$ cat src/a2slot_pkg.sv
// ~~~~~~~~~~~~~~~~~~~~~~~~~~~~~~~~~~~~~~~~~~~~~~~~~~~~~~~~~~~~
// Shared types for the virtual card slot subsystem
// Bus cycle, soft switch, decoded select and read return structs
// Referenced by scoped names from the slot controller and cards
// ~~~~~~~~~~~~~~~~~~~~~~~~~~~~~~~~~~~~~~~~~~~~~~~~~~~~~~~~~~~~
package a2slot_pkg;

    // Apple II address and data widths
    typedef logic [15:0] addr_t;
    typedef logic [7:0]  data_t;

    // Slot number 0 to 7
    typedef logic [2:0]  slot_t;

    // Virtual card identifier, zero marks an empty slot
    typedef logic [7:0]  card_id_t;

    // One bus cycle as seen at the slot connector
    typedef struct packed {
        addr_t addr;
        data_t data;
        logic  rw_n;       // Low for a write
        logic  m2sel_n;    // Low for a valid cycle
    } bus_cycle_t;

    // Soft switch levels from the memory controller
    typedef struct packed {
        logic intcxrom;
        logic intc8rom;
    } mem_sw_t;

    // Registered decode of one cycle, fanned out to every card
    typedef struct packed {
        slot_t    slot;
        card_id_t card_id;
        logic     devselect_n;
        logic     ioselect_n;
        logic     iostrobe_n;
        logic     cfff_hit;    // Access to $CFFF, releases the C8 window
        addr_t    addr;
        data_t    data;
        logic     rw_n;
    } slot_sel_t;

    // Read return of a single card
    typedef struct packed {
        logic  valid;
        data_t data;
    } card_rd_t;

endpackage

$ cat src/card_data_arbiter.sv
// ~~~~~~~~~~~~~~~~~~~~~~~~~~~~~~~~~~~~~~~~~~~~~~~~~~~~~~~~~~~~
// Merges the card read returns onto the bus data output
// Register card wins when both answer, and the clash is flagged
// Purely combinational
// ~~~~~~~~~~~~~~~~~~~~~~~~~~~~~~~~~~~~~~~~~~~~~~~~~~~~~~~~~~~~
module card_data_arbiter (
    input  a2slot_pkg::card_rd_t reg_rd,
    input  a2slot_pkg::card_rd_t ram_rd,
    output a2slot_pkg::data_t    rd_data,
    output logic                 rd_valid,
    output logic                 bus_conflict
);

    always_comb begin
        // Fixed priority, register card first
        if (reg_rd.valid) begin
            rd_data = reg_rd.data;
        end else if (ram_rd.valid) begin
            rd_data = ram_rd.data;
        end else begin
            // Idle bus reads as zero
            rd_data = '0;
        end

        rd_valid     = reg_rd.valid || ram_rd.valid;
        // Two cards driving one cycle means a bad table setup
        bus_conflict = reg_rd.valid && ram_rd.valid;
    end

endmodule

$ cat config.mk
export PLATFORM = sky130hd
export DESIGN_NAME = card_data_arbiter
export DESIGN_NICKNAME = d
export VERILOG_FILES = /design/src/a2slot_pkg.sv /design/src/card_data_arbiter.sv
export SDC_FILE = /design/constraint.sdc
export NUM_CORES = 1
export LEC_CHECK = 0
export BUFFER_PORTS_ARGS = -buffer_cell sky130_fd_sc_hd__buf_2
export CAP_MARGIN = 20
export CORE_AREA = 2 2 39 41
export DETAILED_ROUTE_END_ITERATION = 10
export DIE_AREA = 0 0 41 43
export PLACE_DENSITY = 0.5
export RECOVER_POWER = 50
export SLEW_MARGIN = 20
export SYNTH_ARGS = -nofsm -noshare
export SYNTH_HDL_FRONTEND = slang
export SYNTH_SLANG_ARGS = --single-unit
$ cat constraint.sdc
create_clock -name vclk -period 0.8
set_input_delay 0.16 -clock vclk [all_inputs]
set_output_delay 0.16 -clock vclk [all_outputs]
set_load 0.01 [all_outputs]
After elaboration in Yosys (flattened, before gate mapping)
Cells that the tools add are included.
Word-level totals
  flip-flop bits (word level): 0
  input bits: 18
  output and inout bits: 10
  word-level logic and storage cells: 4
Operators by class
  muxes and demuxes: 2
  reduce and logical (&&, ||, !) cells: 2
Operator list (count)
  $mux W8: 2
  $logic_and A1 B1 Y1: 1
  $logic_or A1 B1 Y1: 1

Longest topological paths before layout
Gate-level depths: netlist of run 1.
  word-level depth: 2
  mapped depth: 3
  gate-level depth less buffers: 2

Least setup slack after synthesis of run 1
Ideal clock, no wire load.
  kind: input-to-output
  start point: input reg_rd[8] in the netlist's numbering
  end point: output rd_data[5]
  arrival: 0.564 ns
  required time: 0.640 ns
  slack: 0.076 ns
  stages: 2
  buffers on the path: 1
  cell sequence: buf_6 o21ai_0
Between the ends
  longest elaborated chain between the ends: 1
Ends and longest elaborated chain
  start: declaration: line card_data_arbiter.sv:7  | input a2slot_pkg::card_rd_t reg_rd,
  $mux W8: line card_data_arbiter.sv:16  | if (reg_rd.valid) begin
  end: declaration: line card_data_arbiter.sv:9  | output a2slot_pkg::data_t rd_data,
No other way between the ends.

Worst setup path in the final report of run 1
  start point: input ram_rd[8] in the netlist's numbering
  end point: output rd_data[7]
Between the ends
  longest elaborated chain between the ends: 2
Ends and longest elaborated chain
  start: declaration: line card_data_arbiter.sv:8  | input a2slot_pkg::card_rd_t ram_rd,
  $mux W8: line card_data_arbiter.sv:18  | end else if (ram_rd.valid) begin
  $mux W8: line card_data_arbiter.sv:16
No other way between the ends.

==> results.py, run 1 <==
metrics = {
    "run_status": {
        "status": "complete, but fails checks",
        "failed_checks": "setup timing",
    },
    "global_route": {
        "overflow": 0,
        "grt_max_degree": 11,
        "antenna_found_initial": 0,
        "grt_pass1_vias": 198,
        "grt_use_total_pct": 5.495,
        "grt_pass1_wl_um": 696,
    },
    "sta": {
        "fin_crit_sh_pct": 109.4,
        "setup_viol": 7,
        "hold_viol_final": 0,
        "worstMarginPinSlew_ns": 0.1398,
        "slew-limit-headroom_pct": 90.66,
        "period_needed_ns": 0.8749,
        "rsz0062_at_grt": "true",
        "drv_slew": 0,
        "clock.fmax_mhz": 1143,
        "setup_ws_ns": -0.07494,
    },
    "place": {
        "place_ws_ns": -0.1514,
        "place.gp.congestion": 0.5135,
        "dpl-instance-area_um2": 281.5,
        "portBuffers": 28,
    },
    "yosys": {
        "synth_nets": 34,
        "ys_seq_area_share_pct": 0,
        "avgSynthCellArea_um2": 7.351,
        "synth_compound_area_share_pct": 54.26,
        "synth_top_family_by_area": "compound AO/OA/AOI/OAI gates",
        "synth.distinct_cells": 8,
        "synth_area_um2": 117.6,
        "muxShareOfSynthArea_pct": 0,
        "synth_cells": 16,
        "synth_warnings": 0,
        "synthSimpleGateAreaFrac_pct": 36.17,
        "synthAdderAreaFrac_pct": 0,
        "yosys.area_share.xor_xnor_pct": 0,
    },
    "layout": {
        "diodes": 0,
        "utilization_pct": 25.86,
        "area_delta_synth_final_pct": 204.3,
        "nFlopsAndLatches": 0,
        "design_area_um2": 357.8,
        "fill_cells": 162,
        "drive_gt1_share_pct": 80.43,
        "final_cell_mix": "23 x buf_2, 5 x a22o_1, 5 x buf_6, 3 x nand2_1",
        "layout_commonest_cell": "buf_2",
        "multi_input_area_um2": 113.9,
        "nets": 66,
        "regArea_um2": 0,
        "clkbuf_count": 0,
    },
    "power": {
        "finalPower_uw": 200.4,
        "irDropWorstVdd_mv": 0.09150,
        "seq_power_share_pct": 0,
        "power_leakage_uw": 0.0002008,
        "p_sw_share_pct": 37.28,
        "power_switching_uw": 74.70,
        "power_density_nw_per_um2": 559.9,
        "combPwrFrac_pct": 100.0,
        "internal-power_uw": 125.7,
        "clkPwrFrac_pct": 0,
    },
    "routing": {
        "vias": 244,
        "ant_nets": 0,
        "first_pass_iters": 1,
        "route.detailed.drc": 0,
        "wl_um": 607,
        "drtIter0Drc": 0,
        "vias_per_cell": 3.935,
        "wl_per_cell_um": 9.790,
    },
    "floorplanning": {
        "core_area_um2": 1384,
        "row_count": 14,
        "ios": 28,
        "dieArea_um2": 1763,
        "initial_utilization_pct": 8.499,
        "dieWidth_um": 41,
        "die_h_um": 43,
    },
    "min_path": {
        "hold-path-cell-count": 3,
        "hold_path.class": "input pin to output pin",
        "hp-start": "ram_rd[8]",
        "min_to": "rd_valid",
    },
    "worst_setup_path": {
        "crit_fanout": 6,
        "critPathBufInv": 2,
        "crit_chain": "buf_6 -> nor2b_4 -> a22o_2 -> buf_6",
        "crit_type": "input pin to output pin",
        "end_kind": "output pin",
        "cpPeakStageDelay_ns": 0.21,
        "cp_top_family": "buffers and inverters",
        "path_common_cell": "buf_6",
        "cp_slowest_cell": "a22o_2",
        "cp.required_ns": 0.64,
        "cp.arrival_ns": 0.71,
        "cp-start-kind": "input pin",
    },
    "flow_run": {
        "max_cap_violations": 0,
    },
    "clocking": {
        "postCtsSetupBuffers": 0,
    },
}
[metal layers]
metal / track usage, % / share of wire [%]
met3: 0 / 6.6
met2: 13.13 / 69
met5: 0 / 0
met4: 1.333 / 0
met1: 3.481 / 24
[final cells by class]
class / instances / area share, %
Multi-Input combinational cell: 15 / 31.82
Tap cell: 16 / 5.594
Timing Repair Buffer: 31 / 62.59
[logic make-up (layout without fill, tap and decap cells)]
kind of cell / count (synthesis) / count (layout)
AND/OR/NAND/NOR: 7 / 7
buffers and inverters: 1 / 31
AO/OA/AOI/OAI: 8 / 8
[repair_timing]
action                     CTS  global route
gates resized for setup     12             2
cloned                       0             1
hold buffers                 0             0
pin swaps                    4             4
setup endpoints to repair   10             9
[worst max path at each step]
| stage | startpoint | end | slack (ns) | depth (start not counted) |
|---|---|---|---|---|
| global placement | reg_rd[8] | rd_data[7] | -0.13 | 4 |
| detailed placement | reg_rd[8] | rd_data[4] | -0.15 | 4 |
| floorplan | reg_rd[8] | rd_data[5] | 0.08 | 2 |
| global route | reg_rd[8] | rd_data[4] | -0.09 | 4 |
| finish | ram_rd[8] | rd_data[7] | -0.07 | 4 |
| CTS | ram_rd[8] | rd_data[4] | -0.09 | 4 |
[power groups by stage]
| stage | registers (µW) | clock network (µW) | logic, µW |
|---|---|---|---|
| 5_1_grt | 0 | 0 | 219 |
| 3_3_place_gp | 0 | 0 | 158 |
| 3_5_place_dp | 0 | 0 | 158 |
| 4_1_cts | 0 | 0 | 188 |
| 6_report | 0 | 0 | 200 |
| 2_1_floorplan | 0 | 0 | 71.3 |
[stage by stage]
step | setup TNS, ns | hold WS (ns) | instances
final | -0.4204 | 0.5843 | 62
after detailed placement | -1.217 | 0.6051 | 61
after floorplan | 0 | 0.4244 | 16
after CTS | -0.4828 | 0.5898 | 61
after global placement | -1.092 | 0.5997 | 61
after global routing | -0.6983 | 0.5935 | 62
[synthesized netlist by cell type (all sizes together)]
master,count,area [µm²]
a22o,6,53.80
nand2,4,15.01
o21ai,2,10.01
and2,1,7.510
buf,1,11.26
nor2b,1,13.76
or2,1,6.260
(Power assumes the default switching activity.)
==> inputs of run 2 (changes only) <==
--- a/config.mk
+++ b/config.mk
@@ -10,7 +10,6 @@
 export CORE_AREA = 2 2 39 41
 export DETAILED_ROUTE_END_ITERATION = 10
 export DIE_AREA = 0 0 41 43
-export PLACE_DENSITY = 0.5
 export RECOVER_POWER = 50
 export SLEW_MARGIN = 20
 export SYNTH_ARGS = -nofsm -noshare
==> results.py, run 2 (synthesis gave the netlist of run 1 again) <==
metrics = {
    "global_route": {
        "antenna_found_initial": 0,
        "grt_use_total_pct": 4.995,
        "grt_pass1_wl_um": 669,
        "overflow": 0,
        "grt_max_degree": 12,
        "grt_pass1_vias": 183,
    },
    "worst_setup_path": {
        "cp.required_ns": 0.64,
        "cp.arrival_ns": 0.72,
        "crit_fanout": 6,
        "cp.depth": 4,
        "cpPeakStageDelay_ns": 0.21,
        "crit_chain": "buf_8 -> nor2b_4 -> a22o_2 -> buf_6",
        "cp_top_family": "buffers and inverters",
        "cp-start-kind": "input pin",
        "critPathBufInv": 2,
        "cp_slowest_cell": "a22o_2",
        "crit_type": "input pin to output pin",
        "end_kind": "output pin",
    },
    "floorplanning": {
        "dieArea_um2": 1763,
        "dieWidth_um": 41,
        "ios": 28,
        "core_area_um2": 1384,
        "die_h_um": 43,
        "row_count": 14,
        "initial_utilization_pct": 8.499,
    },
    "min_path": {
        "hold_path.class": "input pin to output pin",
        "hold-path-cell-count": 4,
        "min_to": "rd_data[5]",
        "hp-start": "reg_rd[5]",
    },
    "routing": {
        "route.detailed.drc": 0,
        "vias_per_cell": 3.869,
        "first_pass_iters": 1,
        "wl_per_cell_um": 9.607,
        "wl_um": 586,
        "vias": 236,
        "drtIter0Drc": 0,
        "ant_nets": 0,
    },
    "sta": {
        "clock.fmax_mhz": 1136,
        "period_needed_ns": 0.8804,
        "slew-limit-headroom_pct": 90.60,
        "setup_ws_ns": -0.08044,
        "setup_viol": 7,
        "finalSetupTns_ns": -0.4540,
        "worstMarginPinSlew_ns": 0.1407,
        "fin_crit_sh_pct": 110.1,
        "drv_slew": 0,
        "rsz0062_at_grt": "true",
        "hold_viol_final": 0,
    },
    "layout": {
        "fill_cells": 154,
        "layout_commonest_cell": "buf_2",
        "drive_gt1_share_pct": 82.22,
        "final_cell_mix": "24 x buf_2, 5 x a22o_1, 3 x nand2_1, 2 x o21ai_2, 2 x buf_6",
        "diodes": 0,
        "clkbuf_count": 0,
        "area_delta_synth_final_pct": 192.6,
        "nFlopsAndLatches": 0,
        "regArea_um2": 0,
        "nets": 65,
    },
    "power": {
        "power_density_nw_per_um2": 559.8,
        "finalPower_uw": 192.6,
        "irDropWorstVdd_mv": 0.08092,
        "power_leakage_uw": 0.0001931,
    },
    "place": {
        "portBuffers": 28,
        "place.gp.congestion": 0.5851,
    },
    "run_status": {
        "failed_checks": "setup timing",
        "status": "complete, but fails checks",
    },
    "clocking": {
        "cts_hold_buf": 0,
    },
    "flow_run": {
        "max_cap_violations": 0,
    },
}
[run 2: where the power goes]
group | total, µW | internal [µW] | switching [µW]
logic | 193 | 118 | 74.5
clock network | 0 | 0 | 0
registers | 0 | 0 | 0
total | 193 | 118 | 74.5
[run 2: per-layer routing]
metal  share of wire (%)  global-route usage [%]  up-vias
met3                  10                       0        0
met5                   0                       0        -
met1                  31                   3.481      104
li1                    -                       -      119
met2                  59                   12.19       13
met4                   0                       0        0
[run 2: cell type report]
class / instances / area (µm²) / area share [%]
Timing Repair Buffer: 30 / 207.7 / 60.36
Tap cell: 16 / 20.02 / 5.818
Multi-Input combinational cell: 15 / 116.4 / 33.82
[run 2: worst max path at each step]
stage	startpoint	to
2_1_floorplan	reg_rd[8]	rd_data[5]
3_3_place_gp	reg_rd[8]	rd_data[3]
3_5_place_dp	reg_rd[8]	rd_data[3]
4_1_cts	ram_rd[8]	rd_data[3]
5_1_grt	ram_rd[8]	rd_data[7]
6_report	ram_rd[8]	rd_data[7]
[run 2: per-stage QoR]
stage	util, %	std cells	hold slack, ns	setup WS (ns)	cell area (µm²)
2_1_floorplan	-	16	0.4244	0.07562	117.6
3_3_place_gp	19.80	60	0.6048	-0.1329	274.0
3_5_place_dp	19.80	60	0.6069	-0.1574	274.0
4_1_cts	22.33	60	0.6068	-0.09544	309.0
5_1_grt	24.86	61	0.6207	-0.09691	344.1
6_report	24.86	61	0.6019	-0.08044	344.1
[run 2: timing repair]
| action | in CTS | in global routing |
|---|---|---|
| cloned | 0 | 1 |
| setup endpoints to repair | 10 | 9 |
| pin swaps | 4 | 5 |
| gates resized for setup | 11 | 3 |
| setup buffers | 0 | 0 |
