## src/a2slot_pkg.sv

```systemverilog
// ~~~~~~~~~~~~~~~~~~~~~~~~~~~~~~~~~~~~~~~~~~~~~~~~~~~~~~~~~~~~
// Shared types for the virtual card slot subsystem
// Bus cycle, soft switch, decoded select and read return structs
// Referenced by scoped names from the slot controller and cards
// ~~~~~~~~~~~~~~~~~~~~~~~~~~~~~~~~~~~~~~~~~~~~~~~~~~~~~~~~~~~~
package a2slot_pkg;

    // Apple II address and data widths
    typedef logic [15:0] addr_t;
    typedef logic [7:0]  data_t;

    // Slot number 0 to 7
    typedef logic [2:0]  slot_t;

    // Virtual card identifier, zero marks an empty slot
    typedef logic [7:0]  card_id_t;

    // One bus cycle as seen at the slot connector
    typedef struct packed {
        addr_t addr;
        data_t data;
        logic  rw_n;       // Low for a write
        logic  m2sel_n;    // Low for a valid cycle
    } bus_cycle_t;

    // Soft switch levels from the memory controller
    typedef struct packed {
        logic intcxrom;
        logic intc8rom;
    } mem_sw_t;

    // Registered decode of one cycle, fanned out to every card
    typedef struct packed {
        slot_t    slot;
        card_id_t card_id;
        logic     devselect_n;
        logic     ioselect_n;
        logic     iostrobe_n;
        logic     cfff_hit;    // Access to $CFFF, releases the C8 window
        addr_t    addr;
        data_t    data;
        logic     rw_n;
    } slot_sel_t;

    // Read return of a single card
    typedef struct packed {
        logic  valid;
        data_t data;
    } card_rd_t;

endpackage

```

## src/slotmaker.sv

```systemverilog
// ~~~~~~~~~~~~~~~~~~~~~~~~~~~~~~~~~~~~~~~~~~~~~~~~~~~~~~~~~~~~
// Slot controller: decodes each bus cycle into device, I/O
// and expansion space, looks the slot up in a writable card
// table and registers the active-low selects for the cards
// Table is loaded with SLOT_CARDS on reset, rewritten via cfg
// ~~~~~~~~~~~~~~~~~~~~~~~~~~~~~~~~~~~~~~~~~~~~~~~~~~~~~~~~~~~~
module slotmaker #(
    // Eight bytes, slot 0 in the low byte
    parameter logic [63:0] SLOT_CARDS = '0
) (
    input  logic                   a2bus_if,
    input  logic                   rst_n,
    input  a2slot_pkg::bus_cycle_t bus,
    input  a2slot_pkg::mem_sw_t    mem_sw,
    input  logic                   cfg_wr,
    input  a2slot_pkg::slot_t      cfg_slot,
    input  a2slot_pkg::card_id_t   cfg_card,
    output a2slot_pkg::card_id_t   cfg_card_o,
    output a2slot_pkg::slot_sel_t  sel
);

    // $C080-$C0FF, slot in addr[6:4]
    localparam logic [8:0] DEV_SPACE = 9'b1100_0000_1;
    // $C100-$C7FF, slot in addr[10:8]
    localparam logic [4:0] IO_SPACE  = 5'b1100_0;
    // $C800-$CFFF, shared expansion window
    localparam logic [4:0] C8_SPACE  = 5'b1100_1;
    localparam a2slot_pkg::addr_t CFFF_ADDR = 16'hCFFF;

    a2slot_pkg::card_id_t card_table [8];
    a2slot_pkg::slot_t    last_io_slot;

    logic                 cyc_valid;
    logic                 dev_space;
    logic                 io_space;
    logic                 c8_space;
    a2slot_pkg::slot_t    slot_dec;
    a2slot_pkg::card_id_t card_dec;
    logic                 devsel_n;
    logic                 iosel_n;
    logic                 strobe_n;
    logic                 cfff;

    always_comb begin
        cyc_valid = !bus.m2sel_n;
        dev_space = cyc_valid && (bus.addr[15:7] == DEV_SPACE);
        // Page $C0 shares the top bits with I/O space, so slot 0 is excluded
        io_space  = cyc_valid && (bus.addr[15:11] == IO_SPACE) && (bus.addr[10:8] != 3'd0);
        c8_space  = cyc_valid && (bus.addr[15:11] == C8_SPACE);
        cfff      = cyc_valid && (bus.addr == CFFF_ADDR);

        // Expansion cycles belong to the slot that last had an I/O select
        if (dev_space) begin
            slot_dec = bus.addr[6:4];
        end else if (io_space) begin
            slot_dec = bus.addr[10:8];
        end else begin
            slot_dec = last_io_slot;
        end
        card_dec = card_table[slot_dec];

        // Selects need a card present, I/O and strobe also obey the switches
        devsel_n = !(dev_space && (card_dec != '0));
        iosel_n  = !(io_space && (card_dec != '0) && !mem_sw.intcxrom);
        strobe_n = !(c8_space && !mem_sw.intcxrom && !mem_sw.intc8rom);
    end

    // Card table, config readback and expansion owner slot
    always_ff @(posedge a2bus_if or negedge rst_n) begin
        if (!rst_n) begin
            for (int i = 0; i < 8; i++) begin
                card_table[i] <= SLOT_CARDS[i*8 +: 8];
            end
            cfg_card_o   <= '0;
            last_io_slot <= '0;
        end else begin
            // Readback shows the entry before a same-edge write
            cfg_card_o <= card_table[cfg_slot];
            if (cfg_wr) begin
                card_table[cfg_slot] <= cfg_card;
            end
            if (!iosel_n) begin
                last_io_slot <= slot_dec;
            end
        end
    end

    // One cycle of decode latency toward the cards
    always_ff @(posedge a2bus_if or negedge rst_n) begin
        if (!rst_n) begin
            sel             <= '0;
            sel.devselect_n <= 1'b1;
            sel.ioselect_n  <= 1'b1;
            sel.iostrobe_n  <= 1'b1;
        end else begin
            sel.slot        <= slot_dec;
            sel.card_id     <= card_dec;
            sel.devselect_n <= devsel_n;
            sel.ioselect_n  <= iosel_n;
            sel.iostrobe_n  <= strobe_n;
            sel.cfff_hit    <= cfff;
            sel.addr        <= bus.addr;
            sel.data        <= bus.data;
            sel.rw_n        <= bus.rw_n;
        end
    end

endmodule
```

## config.mk

```make
export PLATFORM = sky130hd
export DESIGN_NAME = slotmaker
export DESIGN_NICKNAME = d
export VERILOG_FILES = /design/src/a2slot_pkg.sv /design/src/slotmaker.sv
export SDC_FILE = /design/constraint.sdc
export NUM_CORES = 1
export LEC_CHECK = 0
export BUFFER_PORTS_ARGS = -buffer_cell sky130_fd_sc_hd__buf_4
export CAP_MARGIN = 0
export CORE_AREA = 3 3 106 108
export DETAILED_ROUTE_END_ITERATION = 8
export DIE_AREA = 0 0 109 111
export PLACE_DENSITY_LB_ADDON = 0.15
export SYNTH_ARGS = -nofsm -noshare
export SYNTH_HDL_FRONTEND = slang
export SYNTH_SLANG_ARGS = --single-unit
```

## constraint.sdc

```tcl
create_clock -name a2bus_if -period 2.29 [get_ports a2bus_if]
set_clock_uncertainty 0.1 [all_clocks]
set_input_delay 0.1145 -clock a2bus_if [delete_from_list [all_inputs] [get_ports a2bus_if]]
set_output_delay 0.1145 -clock a2bus_if [all_outputs]
set_load 0.005 [all_outputs]
```

== Word level (Yosys, flattened, before mapping) ==
Index checks and enable logic that the tools add are counted.

* Flip-flop bits (word level): 115
* Bits in latches: 0
* RAM bits: 0
* Memory bits (read-only): 0
* Bits of input ports: 42
* Output and inout bits: 48
* Logic and storage cells: 58
* Memories kept: 0

* Add/subtract/negate cells: 0
* Multipliers: 0
* Div/mod/pow operators: 0
* Order comparisons: 3
* Equality and inequality tests: 4
* Shift operators: 0
* Multiplexer cells: 11
* Bitwise logic cells: 2
* Reduce and logical (&&, ||, !) cells: 19

{| class="wikitable"
|+ Operators with widths
! cell !! number
|-
| bitwise mux 64 bit || 1
|-
| binary-select mux 8 bit (select 3 bit) || 2
|-
| two-way mux 8 bit || 5
|-
| demux 8 bit (select 3 bit) || 1
|-
| equality test 16 bit, second input constant || 1
|-
| logical AND 1 bit || 11
|-
| equality test 5 bit, second input constant || 2
|-
| equality test 9 bit, second input constant || 1
|-
| >= comparator 4 bit, second input constant || 2
|-
| NOT 3 -> 4 bit || 2
|-
| nonzero test 8 bit || 1
|-
| zero test 1 bit || 6
|-
| two-way mux 3 bit || 2
|-
| less-than comparator 4 x 1 -> 1 bit, second input constant || 1
|-
| nonzero test 3 bit || 1
|}

== Logic depth before layout (Yosys ltp) ==
* Word-level depth: 13
* Depth in mapped cells: 11
* Mapped depth without buffers: 9

== Worst setup path before layout ==
Ideal clock, no wire load.

* Path type: input port to flip-flop
* Start point: input bus[0] (netlist bit)
* End point: register last_io_slot[0]
* Setup time: 0.125 ns
* Arrival time: 2.546 ns
* Data required time: 2.065 ns
* Setup slack: -0.481 ns
* Cell stages on the path: 11
* Path buffers: 2
* Path through: or4b_4 nor4_2 nor4_1 buf_4 buf_6 mux2i_1 mux2i_1 mux2_2 nor4_2 a211oi_2 mux2_4

* Word-level cells in the longest chain between the ends: 12
* Elaborated cells between the ends (all ways): 13
* Classes of those cells: mux (5); bitwise (1); reduce/logical (7)

{| class="wikitable"
|+ Ends and longest elaborated chain
! item !! RTL line !! source
|-
| start: declaration || slotmaker.sv:13 || <nowiki>input a2slot_pkg::bus_cycle_t bus,</nowiki>
|-
| zero test 1 bit * || slotmaker.sv:45 || <nowiki>cyc_valid = !bus.m2sel_n;</nowiki>
|-
| logical AND 1 bit (2 in a row) || slotmaker.sv:48 || <nowiki>io_space = cyc_valid && (bus.addr[15:11] == IO_SPACE) && (bus.addr[10:8] != 3'd0);</nowiki>
|-
| two-way mux 3 bit || slotmaker.sv:55 || <nowiki>end else if (io_space) begin</nowiki>
|-
| two-way mux 3 bit * || slotmaker.sv:53 || <nowiki>if (dev_space) begin</nowiki>
|-
| NOT 3 -> 4 bit (implied by the code) * || slotmaker.sv:60 || <nowiki>card_dec = card_table[slot_dec];</nowiki>
|-
| binary-select mux 8 bit (select 3 bit) * || slotmaker.sv:60 ||
|-
| two-way mux 8 bit (implied by the code) * (2 in a row) || slotmaker.sv:60 ||
|-
| named net card_dec[7] || slotmaker.sv:38 || <nowiki>a2slot_pkg::card_id_t card_dec;</nowiki>
|-
| nonzero test 8 bit * || slotmaker.sv:64 || <nowiki>iosel_n = !(io_space && (card_dec != '0) && !mem_sw.intcxrom);</nowiki>
|-
| logical AND 1 bit * (2 in a row) || slotmaker.sv:64 ||
|-
| end signal: assignment || slotmaker.sv:83 || <nowiki>last_io_slot <= slot_dec;</nowiki>
|-
| end: declaration || slotmaker.sv:31 || <nowiki>a2slot_pkg::slot_t last_io_slot;</nowiki>
|}

Mark *: on every way through the listed nets, which the timed path passes. The rest lies on a longest branch. The select of a mux whose other input is x is not followed.
A chain may end at the register's enable or synchronous reset.

== Worst setup path in the final report ==
* Start point: register last_io_slot[0]
* End point: register last_io_slot[2]

* Word-level cells in the longest chain between the ends: 9

{| class="wikitable"
|+ Ends and longest elaborated chain
! item !! RTL line
|-
| two-way mux 3 bit || slotmaker.sv:55
|-
| two-way mux 3 bit || slotmaker.sv:53
|-
| NOT 3 -> 4 bit (implied by the code) || slotmaker.sv:60
|-
| binary-select mux 8 bit (select 3 bit) || slotmaker.sv:60
|-
| two-way mux 8 bit (implied by the code) (2 in a row) || slotmaker.sv:60
|-
| named net card_dec[5] || slotmaker.sv:38
|-
| nonzero test 8 bit || slotmaker.sv:64
|-
| logical AND 1 bit (2 in a row) || slotmaker.sv:64
|}

The timed path passes the listed nets, and every way through them passes these cells. The select of a mux whose other input is x is not followed.

==> out/qor.yml <==
yosys:
  ys_async_sr_fraction: 1.00
  ys_top_cells_by_count: "dfrtp_1 (112), mux2_2 (87), mux2i_1 (55)"
  synth_edf_count: 0
  yosysMostFrequentCell: "dfrtp_1"
  syn-cell-area_um2: 5170
  synthesis.nets: 400
  syn_inst: 358
  netlist_top_cells_area: "dfrtp_1 (54%), mux2_2 (19%), mux2i_1 (11%)"
  synth_ff_type: "dfrtp_1"
  ys_ff_latch: 115
  seq_area_frac_synth: 0.557
  synth_area_per_cell_um2: 14.5
  synth_cell_types: 39
  yosysTopAreaCell: "dfrtp_1"
  yosys.area.top_type_share: 0.542
  yosysWarnings: 0
sta:
  drv_slew: 0
  period_minus_slack_ns: 2.86
  relSlewSlack: 0.616
  whs_ns: 0.00781
  fin_ws_ns: -0.569
  finalCritPeriodShare: 1.25
  fmax_mhz: 350
  finalSetupTns_ns: -2.36
  hold_viol: 0
  worst_pin_slew_ns: 0.574
  rsz0062_at_grt: "true"
  setup_violations: 5
detailed_routing:
  drcViolationCount: 0
  routedWlPerCell_um: 20.1
  routed_wl_mm: 13.9
  viasPerCell: 5.50
  ant_nets: 0
  vias: 3803
  dr.pass1.iters: 4
  drt_first_iter_violations: 222
floorplan:
  row_count: 37
  die_h_um: 111
  start_util: 0.501
  io_pins: 90
  die_area_um2: 12100
  coreArea_um2: 10300
  die_w_um: 109
power:
  clockPowerShare: 0.410
  pwr-share-seq: 0.408
  leakage_nw: 3.42
  powerDensity_nw_per_um2: 849
  internal-power_mw: 4.81
  power.switching_mw: 1.57
  vdd_drop_max_mv: 0.659
  comb_power_share: 0.182
  switching_share: 0.247
grt:
  grt_usage: 0.246
  antenna_found_initial: 0
  grt_overflow: 0
  grt_pass1_vias: 4138
  grt_pass1_wl_mm: 22.1
  grt_max_degree: 53
critical_path:
  startpoint_type: "flip-flop"
  path_class: "flip-flop to flip-flop"
  critPathCaptureType: "flip-flop"
  required_ns: 2.59
  cp_max_fo: 4
  cp.arrival_ns: 3.16
finish:
  num_antenna_cells: 0
  multi_input_area_um2: 2250
  layout-drive-gt1-share: 0.511
  layout.cells.non_filler: 692
  n_fill_cell: 690
  nets: 585
  layout.area.seq_um2: 2880
  area_growth_pct: 45.4
place:
  port_buffers: 89
  gp_congestion: 0.829
  dp_hpwl_mm: 8.31
  placed_cells: 603
cts:
  cts_tree: "built"
  clockRootBuffer: "clkbuf_8"
  numCtsBuffers: 17
  clock_latency_ns: 0.52
  cts_buffer_depth: 2
  cts.reportedPaths.clkPinSlew_ns: 0.06
  cts.htree.levels: 4
  cts.sinks: 115
status:
  status: "complete, but fails checks"
  violations: "negative setup slack"
run:
  maxCapViolCount: 0
hold_path:
  min_path_type: "primary input to asynchronous set/reset pin"
cells in the final DEF (no fill, tap or decap), types with 6 or more instances in the layout:
master,n
mux2_2,81
buf_12,6
a22oi_1,14
dfrtp_1,112
buf_4,128
o22a_1,7
mux2i_1,54
o21ai_0,7
dlygate4sd3_1,43
clkbuf_16,16
mux2_4,9
clkinv_2,7
cells by family after synthesis:
family / count (synthesis) / synth area share
AO/OA/AOI/OAI: 34 / 0.0505
buffers and inverters: 20 / 0.0230
flip-flops: 115 / 0.557
multiplexers: 147 / 0.313
AND/OR/NAND/NOR: 42 / 0.0563
power by group through the flow:
| stage | registers, mW | clock network, mW | logic [mW] |
|---|---|---|---|
| floorplan | 2.57 | 0 | 0.609 |
| global placement | 2.61 | 0 | 1.03 |
| detailed placement | 2.62 | 0 | 1.05 |
| CTS | 2.60 | 2.65 | 1.15 |
| global route | 2.65 | 2.78 | 1.27 |
| finish | 2.61 | 2.62 | 1.16 |
per-layer routing:
| metal | share of wire | GRT usage | up-vias | wire length, µm |
|---|---|---|---|---|
| li1 | - | - | 1713 | - |
| met1 | 0.41 | 0.310 | 1933 | 5760 |
| met2 | 0.51 | 0.393 | 124 | 7080 |
| met3 | 0.051 | 0.0606 | 33 | 715 |
| met4 | 0.025 | 0.114 | 0 | 343 |
| met5 | 0 | 0 | - | 0 |
critical path: stages, from the launching register on:
cell and delay [ns]:
dfrtp_1 0.42, buf_4 0.15, nor3_4 0.04, nor4_4 0.18, buf_6 0.17, buf_12 0.11, buf_6 0.10, mux2i_2 0.20
mux2i_1 0.11, mux2_4 0.32, nor4_4 0.34, a211oi_4 0.15, mux2_4 0.34
through the flow:
| step | total power, mW | area (µm²) | utilization | worst slack (ns) |
|---|---|---|---|---|
| final | 6.39 | 7520 | 0.729 | -0.569 |
| after floorplan | 3.18 | 5190 | - | -0.472 |
| after CTS | 6.40 | 7450 | 0.721 | -0.458 |
| after detailed placement | 3.68 | 6250 | 0.605 | -0.912 |
| after global routing | 6.69 | 7520 | 0.729 | -0.663 |
| after global placement | 3.64 | 6250 | 0.605 | -0.818 |
timing repair:
action | in CTS | in global routing
pin swaps | 2 | 4
gates cloned | 3 | 0
gates resized for setup | 17 | 6
setup buffers | 6 | 5
hold endpoints to repair | 216 | 0
endpoints found under the setup margin | 5 | 5
hold buffers | 43 | 0
sequential cells by signal (all words and copies together), names as in the netlist:
register and count:
cfg_card_o 8, last_io_slot 3, sel 40, card_table 64
worst paths after layout:
path,startpoint,endpoint,slack (ns),cells past startpoint
hold / removal,rst_n,sel[25],0.008,2
setup / recovery,last_io_slot[0],last_io_slot[2],-0.57,12
max in group asynchronous,rst_n,card_table[31],1.35,3
hold reg to reg,card_table[29],card_table[29],0.43,1
min in group a2bus_if,bus[21],sel[28],0.03,5
setup reg to reg,last_io_slot[0],last_io_slot[2],-0.57,12
layout make-up:
type / instances / area share
flip-flops and latches: 115 / 0.383
inverters: 3 / 0.00150
clock inverters: 11 / 0.0176
well taps: 136 / 0.0226
clock buffers: 21 / 0.0611
repair buffers: 183 / 0.214
multi-input cells: 223 / 0.300
No activity file was read; power rests on OpenSTA's default activity.
