### src/a2slot_pkg.sv
// ~~~~~~~~~~~~~~~~~~~~~~~~~~~~~~~~~~~~~~~~~~~~~~~~~~~~~~~~~~~~
// Shared types for the virtual card slot subsystem
// Bus cycle, soft switch, decoded select and read return structs
// Referenced by scoped names from the slot controller and cards
// ~~~~~~~~~~~~~~~~~~~~~~~~~~~~~~~~~~~~~~~~~~~~~~~~~~~~~~~~~~~~
package a2slot_pkg;

    // Apple II address and data widths
    typedef logic [15:0] addr_t;
    typedef logic [7:0]  data_t;

    // Slot number 0 to 7
    typedef logic [2:0]  slot_t;

    // Virtual card identifier, zero marks an empty slot
    typedef logic [7:0]  card_id_t;

    // One bus cycle as seen at the slot connector
    typedef struct packed {
        addr_t addr;
        data_t data;
        logic  rw_n;       // Low for a write
        logic  m2sel_n;    // Low for a valid cycle
    } bus_cycle_t;

    // Soft switch levels from the memory controller
    typedef struct packed {
        logic intcxrom;
        logic intc8rom;
    } mem_sw_t;

    // Registered decode of one cycle, fanned out to every card
    typedef struct packed {
        slot_t    slot;
        card_id_t card_id;
        logic     devselect_n;
        logic     ioselect_n;
        logic     iostrobe_n;
        logic     cfff_hit;    // Access to $CFFF, releases the C8 window
        addr_t    addr;
        data_t    data;
        logic     rw_n;
    } slot_sel_t;

    // Read return of a single card
    typedef struct packed {
        logic  valid;
        data_t data;
    } card_rd_t;

endpackage

### src/register_card.sv
// ~~~~~~~~~~~~~~~~~~~~~~~~~~~~~~~~~~~~~~~~~~~~~~~~~~~~~~~~~~~~
// Virtual register card with sixteen byte registers in its
// slot device space $C0n0-$C0nF
// Answers only cycles whose card_id matches CARD_ID
// ~~~~~~~~~~~~~~~~~~~~~~~~~~~~~~~~~~~~~~~~~~~~~~~~~~~~~~~~~~~~
module register_card #(
    parameter a2slot_pkg::card_id_t CARD_ID = 8'd1
) (
    input  logic                  a2bus_if,
    input  logic                  rst_n,
    input  a2slot_pkg::slot_sel_t sel,
    output a2slot_pkg::card_rd_t  rd
);

    a2slot_pkg::data_t regs [16];

    logic       dev_hit;
    logic [3:0] reg_idx;

    always_comb begin
        // Device select routed to this card
        dev_hit = !sel.devselect_n && (sel.card_id == CARD_ID);
        reg_idx = sel.addr[3:0];
    end

    // Register file
    always_ff @(posedge a2bus_if or negedge rst_n) begin
        if (!rst_n) begin
            for (int i = 0; i < 16; i++) begin
                regs[i] <= '0;
            end
        end else if (dev_hit && !sel.rw_n) begin
            regs[reg_idx] <= sel.data;
        end
    end

    // Read return, valid for a single cycle
    always_ff @(posedge a2bus_if or negedge rst_n) begin
        if (!rst_n) begin
            rd <= '0;
        end else begin
            rd.valid <= dev_hit && sel.rw_n;
            rd.data  <= regs[reg_idx];
        end
    end

endmodule

### config.mk
export PLATFORM = sky130hd
export DESIGN_NAME = register_card
export DESIGN_NICKNAME = d
export VERILOG_FILES = /design/src/a2slot_pkg.sv /design/src/register_card.sv
export SDC_FILE = /design/constraint.sdc
export NUM_CORES = 1
export LEC_CHECK = 0
export ABC_AREA = 1
export ABC_CLOCK_PERIOD_IN_PS = 800
export BUFFER_PORTS_ARGS = -buffer_cell sky130_fd_sc_hd__buf_4
export CORE_MARGIN = 3
export CORE_UTILIZATION = 48
export CTS_CLUSTER_DIAMETER = 80
export DETAILED_ROUTE_END_ITERATION = 12
export PLACE_DENSITY = 0.69
export SYNTH_ARGS = -nofsm -noshare
export SYNTH_HDL_FRONTEND = slang
export SYNTH_SLANG_ARGS = --single-unit
### constraint.sdc
create_clock -name a2bus_if -period 0.8 [get_ports a2bus_if]
set_input_delay 0.2 -clock a2bus_if [delete_from_list [all_inputs] [get_ports a2bus_if]]
set_output_delay 0.2 -clock a2bus_if [all_outputs]
set_load 0.03 [all_outputs]
==> After elaboration in Yosys (flattened, before gate mapping) <==
Cells that the tools add are included.
{ "word_totals": {"regBits": 137, "elab_cells": 34} }
{ "classes": {"n_lt_le_gt_ge": 2, "eq_ne": 1, "n_mux": 6, "bitwise_logic": 1, "reduce_logical": 6} }
{ "ops": {"columns": ["op", "n"], "rows": [
  ["bitwise mux 128 bit", 1],
  ["binary-select mux 8 bit (select 4 bit)", 1],
  ["demux 8 bit (select 4 bit)", 1],
  ["2-to-1 mux 8 bit", 3],
  ["equality test 8 x 1 -> 1 bit, second input constant", 1],
  [">= comparator 5 bit, second input constant", 1],
  ["less-than comparator 5 x 1 -> 1 bit, second input constant", 1],
  ["inverter 4 -> 5 bit", 1],
  ["logical AND 1 bit", 4],
  ["zero test 1 bit", 2]
]} }

==> Depth between registers and ports, before layout <==
Gate-level depths: netlist (run 1).
{ "depth": {"depth_word": 6, "ltp_mapped": 11, "ltp_nobuf": 9} }

==> Worst setup path after synthesis (run 1) <==
Ideal clock, no wire load.
{ "synth_timing": {"path_type": "input -> register", "startpoint": "input port sel[10] in the netlist's numbering", "endpoint": "register regs[0] in the netlist's numbering", "arrival_time_ns": 1.120, "required_time_ns": 0.682, "path_slack_ns": -0.438, "cell_stages": 6, "cell_sequence": "buf_2 > nand2_1 > nor2_2 > nand3_1 > nand2_1 > nand2_1"} }
{ "synth_via": {"elab_chain_cells": 6, "elab_cells_between_ends": 7, "classes_between": "order compare (2); mux (3); bitwise (1); reduce/logical (1)"} }
{ "synth_rtl": {"columns": ["element", "line", "source"], "rows": [
  ["from (decl)", "register_card.sv:11", "input a2slot_pkg::slot_sel_t sel,"],
  ["inverter 4 -> 5 bit (implied by the code) *", "register_card.sv:33", "regs[reg_idx] <= sel.data;"],
  [">= comparator 5 bit (implied by the code) / less-than comparator 5 x 1 -> 1 bit (equally long branches)", "register_card.sv:33", null],
  ["logical AND 1 bit (implied by the code)", "register_card.sv:33", null],
  ["2-to-1 mux 8 bit (implied by the code)", "register_card.sv:33", null],
  ["demux 8 bit (select 4 bit) *", "register_card.sv:33", null],
  ["bitwise mux 128 bit *", "register_card.sv:33", null],
  ["to (signal, indexed assignment)", "register_card.sv:33", null],
  ["to (decl)", "register_card.sv:15", "a2slot_pkg::data_t regs [16];"]
]} }
Mark *: on every way between the ends. The rest lies on a longest branch, timed or not.
A chain may end at the register's enable or synchronous reset.

==> Worst setup path in the final report (run 1) <==
{ "layout_timing": {"startpoint": "register rd[2] in the netlist's numbering", "endpoint": "output port rd[2] in the netlist's numbering"} }
{ "layout_lines": {"columns": ["element", "line", "source"], "rows": [
  ["from (decl)", "register_card.sv:12", "output a2slot_pkg::card_rd_t rd"]
]} }
No word-level cell between the ends.

==> results of run 1 <==
how the worst max path moves through the flow:
stage / endpoint / slack [ns]
after floorplan: regs[30]$_DFFE_PN0P_ / -0.38
after global placement: regs[66]$_DFFE_PN0P_ / -0.62
after detailed placement: regs[65]$_DFFE_PN0P_ / -0.65
after CTS: rd[2] / -0.36
after global routing: rd[2] / -0.38
final: rd[2] / -0.35
cell families (layout without fill, tap and decap cells):
kind of cell	count (synthesis)	count (layout)
buffers and inverters	93	253
DFF	137	137
and+or+nand+nor	775	775
cell type report:
class                           count  area share, %
Clock buffer                       19           4.29
Tap cell                          184           2.23
Clock inverter                     12           1.47
Inverter                           26           1.14
Sequential cell                   137           33.2
Timing Repair Buffer              196           19.6
Multi-Input combinational cell    775           38.1
per-layer routing:
| layer | vias up | wire (um) | global-route usage (%) |
|---|---|---|---|
| li1 | 3540 | - | - |
| met1 | 3579 | 10300 | 42.1 |
| met2 | 375 | 11000 | 43.5 |
| met3 | 79 | 1790 | 6.97 |
| met4 | 0 | 936 | 12.4 |
| met5 | - | 0 | 0 |
what timing repair did:
action / CTS / global route
setup buffers: 27 / 16
gates cloned: 9 / 0
gates resized for setup: 88 / 103
hold endpoints to repair: 137 / 0
hold buffers: 1 / 0
pin swaps: 108 / 48
setup endpoints to repair: 145 / 145
sequential cells by signal, indices dropped and copies added, names as in the netlist:
signal / count
rd: 9
regs: 128
Yosys cell counts, drive strengths merged:
master  number
buf         45
clkbuf      22
dfrtp      137
inv         26
nand2      608
nand3       17
nand3b       1
nand4      128
nor2        20
nor3         1
power groups by stage:
stage / combinational, mW / sequential, mW / clock, mW
CTS: 1.28 / 6.96 / 8.02
global route: 1.39 / 6.96 / 8.36
detailed placement: 1.23 / 7.08 / 0
finish: 1.32 / 6.96 / 8.03
global placement: 1.23 / 7.08 / 0
floorplan: 0.633 / 7.08 / 0
per-stage QoR:
step | hold WS [ns] | instances | setup slack (ns) | power, mW
6_report | 0.0474 | 1349 | -0.347 | 16.3
5_1_grt | 0.0569 | 1349 | -0.383 | 16.7
4_1_cts | 0.0465 | 1337 | -0.357 | 16.3
3_5_place_dp | 0.0517 | 1270 | -0.654 | 8.31
3_3_place_gp | 0.0490 | 1270 | -0.624 | 8.31
2_1_floorplan | -0.0956 | 1005 | -0.384 | 7.72
==> impl_metrics.toml, run 1 <==
[power_and_ir_drop]
intPower_mw = 12.3
leakage_nw = 5.56
p_clk_share_pct = 49.2
p_seq_share_pct = 42.7
power_density_nw_per_um2 = 1580
p_sw_mw = 4.01
pwr-share-comb_pct = 8.1
vdd_drop_max_mv = 1.54
switching_share_pct = 24.6

[synthesis]
synth_compound_area_share_pct = 0
yosysUniqueCellTypes = 17
synth_seq_area_share_pct = 47.7
syn_area_per_cell_um2 = 7.16
synth_simple_gate_area_share_pct = 46.8
syn_inst = 1005
synth_adder_area_share_pct = 0
syn-cell-area_um2 = 7190
synthMuxAreaShare_pct = 0
synth_top_family_by_area = "simple AND/OR/NAND/NOR gates"
synthXorXnorAreaFrac_pct = 0
synth_area_leaders = "dfrtp_1 (48%), nand2_1 (32%), nand4_1 (11%)"
syn_nets = 1047
yosys_warnings = 0
ys_seq_elements = 137
synth.largest_area_cell = "dfrtp_1"
synth_top_area_share_pct = 47.7

[cells_and_area]
final_area_um2 = 10300
final-seq-area_um2 = 3430
final_util_pct = 70.8
antenna_cells = 0
final_common_cell = "nand2_1"
nFillCells = 1064
final_cell_mix = "nand2_1 (480), dfrtp_1 (137), buf_4 (134)"
drive_gt1_share_pct = 34.2
fin_nets = 1195
multi_input_area_um2 = 3930
area_growth_pct = 43.5

[sta]
relSlewSlack_pct = 79.1
rsz0062_at_grt = "yes"
finClkSkew_ns = 0.00784
max_freq_mhz = 872
worst_pin_slew_ns = 0.314
post-route-min-period_ns = 1.15
timing.final.crit_share_pct = 143
hold_viol_final = 0
finalSetupViolCount = 145
layout_setup_ws_ns = -0.347
slew_violations = 0
finalSetupTns_ns = -32.60

[critical_path]
path_class = "flip-flop to output port"
cp-end-kind = "output port"
reg2reg_depth = 8
cpPeakStageDelay_ns = 0.38
cp-startpoint = "rd[2]$_DFF_PN0_"
reg2reg_slack_ns = -0.27
crit_chain = "buf_6"
worstReg2RegEnd = "rd[3]$_DFF_PN0_"
required_ns = 0.60
path_delay_family = "flip-flops"
cp.depth = 1
start_kind = "flip-flop"
reg2reg_from = "regs[99]$_DFFE_PN0P_"
critical_path_buf_inv_count = 1
crit_fanout = 1
crit_arrival_ns = 0.95
cpMaxStageDelayCell = "dfrtp_1"

[global_routing]
grt_pass1_wl_mm = 37.9
grt_pass1_vias = 7091
grt_max_degree = 41
grt_usage_pct = 29.6
grt_overflow_total = 0
antenna_found_initial = 0

[placement]
gp_congestion = 0.963
port_buffers = 32
placed_area_um2 = 8630
dp_hpwl_mm = 14.1

[route]
vias_per_cell = 5.61
wl_per_cell_um = 17.8
dr.pass1.iters = 5
ant_nets = 0
dr_total_vias = 7573
dr.first_iter.drc_count = 870
drt-total-wl_mm = 24.1
drc = 0

[clocking]
cts.clk_slew.worst_paths_ns = 0.06
cts.sinks = 137
numCtsBuffers = 17
cts_tree = "yes"
clock-root-buffer = "clkbuf_16"
htree_levels = 4
clockBufferDepth = 2
worstSkewPairLatency_ns = 0.43

[min_path]
holdPathStages = 4
hp-start = "sel[33]"
hp-class = "input pin to flip-flop"
whs_endpoint = "rd[8]$_DFF_PN0_"

[die]
initial_core_util_pct = 49.3
dieArea_um2 = 16500
std_cell_rows = 44
die_x_um = 128
die_h_um = 128
core-area_um2 = 14600
ioPinCount = 51

[job]
drv_cap = 0

[status]
status = "finished with violations"
violations = "setup timing"
No activity file was read; power rests on OpenSTA's default activity.
==> run 2, diff against run 1 <==
- CORE_MARGIN: 3 -> 5
- PLACE_DENSITY: 0.69 -> 0.75
==> impl_metrics.toml, run 2 (synthesized netlist as in run 1, its figures left out) <==
[status]
status = "finished with violations"
violations = "setup timing"

[sta]
finalSetupTns_ns = -39.65
timing.final.crit_share_pct = 145
post-route-min-period_ns = 1.16
layout_setup_ws_ns = -0.363
rsz0062_at_grt = "yes"
slew_violations = 0
whs_ns = 0.0513
worst_pin_slew_ns = 0.329
finalSetupViolCount = 145
finClkSkew_ns = 0.00824
hold_viol_final = 0
max_freq_mhz = 860
relSlewSlack_pct = 78.1

[global_routing]
grt_max_degree = 39
grt_pass1_vias = 7453
grt_pass1_wl_mm = 39.2
grt_usage_pct = 28.1
antenna_found_initial = 0
grt_overflow_total = 0

[critical_path]
reg2reg_depth = 8
crit_fanout = 8
cp-startpoint = "sel[36]"
crit_arrival_ns = 1.47
required_ns = 1.10
reg2reg_slack_ns = -0.30
crit_path_end = "regs[4]$_DFFE_PN0P_"
start_kind = "input pin"
cp-end-kind = "flip-flop"
path_class = "input pin to flip-flop"
worstReg2RegEnd = "rd[7]$_DFF_PN0_"
reg2reg_from = "regs[71]$_DFFE_PN0P_"

[cells_and_area]
area_growth_pct = 46.9
fin_cells = 1354
final_common_cell = "nand2_1"
top_register = "regs"
largest_reg_flops = 128
nFillCells = 1004
antenna_cells = 0
drive_gt1_share_pct = 37.6
final_util_pct = 72.2
final_cell_mix = "nand2_1 (439), nand2_2 (168), dfrtp_1 (137)"
fin_nets = 1200
reg.largest.list = "regs x128, rd x9"
final_area_um2 = 10600

[power_and_ir_drop]
leakage_nw = 5.63
power_density_nw_per_um2 = 1610
vdd_drop_max_mv = 1.52
power.total_mw = 17.0

[min_path]
hp-class = "input pin to flip-flop"
holdPathStages = 4

[placement]
place_inst = 1261
dp_worst_setup_slack_ns = -0.703
port_buffers = 32
gp_congestion = 0.900
dp_hpwl_mm = 14.2
placed_area_um2 = 8690

[job]
drv_cap = 0

[clocking]
numCtsBuffers = 17
worstSkewPairLatency_ns = 0.43
cts_tree = "yes"
cts.clk_slew.worst_paths_ns = 0.06
clock-root-buffer = "clkbuf_16"
cts.sinks = 137
htree_levels = 4
clockBufferDepth = 2

[die]
die_h_um = 132
std_cell_rows = 44
ioPinCount = 51
die_x_um = 132
core-area_um2 = 14600
initial_core_util_pct = 49.1
dieArea_um2 = 17500

[route]
wl_met2_mm = 12.7
dr.first_iter.drc_count = 920
drc = 0
topRoutingLayerUsed = "met4"
ant_nets = 0
vias_per_cell = 5.90
wl_per_cell_um = 19.4
dr_total_vias = 7983
dr.pass1.iters = 5
wl_met3_mm = 2.18
drt-total-wl_mm = 26.3
drt-met1-wl_mm = 10.0
==> run 2: layout make-up <==
cell class / instances / area, um2 / area share, %
multi-input cells: 775 / 4030 / 38.2
flip-flops and latches: 137 / 3430 / 32.4
repair buffers: 201 / 2120 / 20.1
clock buffers: 23 / 468 / 4.43
well taps: 184 / 230 / 2.18
clock inverters: 8 / 168 / 1.59
inverters: 26 / 118 / 1.11
==> run 2: repair_timing <==
| item | 4_1_cts | 5_1_grt |
|---|---|---|
| endpoints found under the setup margin | 145 | 145 |
| cloned | 8 | 0 |
| gates resized for setup | 95 | 132 |
| pin swaps | 76 | 58 |
| hold endpoints to repair | 137 | 0 |
| setup buffers | 29 | 30 |
| hold buffers | 1 | 0 |
==> run 2: critical path: stages <==
cell and delay, ns:
buf_6 0.09, nand3b_1 0.21, nor2_4 0.24, buf_12 0.15, buf_12 0.13, buf_6 0.10, nand3_4 0.15, nand2_2 0.12
nand2_2 0.07
==> run 2: worst min path at each step <==
stage / start / endpoint
4_1_cts: sel[31] / rd[8]$_DFF_PN0_
6_report: sel[31] / rd[8]$_DFF_PN0_
3_5_place_dp: rst_n / regs[81]$_DFFE_PN0P_
3_3_place_gp: rst_n / regs[81]$_DFFE_PN0P_
2_1_floorplan: rst_n / rd[0]$_DFF_PN0_
5_1_grt: sel[31] / rd[8]$_DFF_PN0_
==> run 2: metal layers <==
layer,vias to the layer above,GRT usage (%)
li1,3556,-
met1,3848,36.5
met2,443,44.6
met3,136,6.38
met4,0,13.3
met5,-,0
==> run 2: power breakdown <==
part	switching (mW)	internal, mW
Clock	2.97	5.67
Combinational	0.954	0.436
Sequential	0.0113	6.95
Total	3.94	13.1
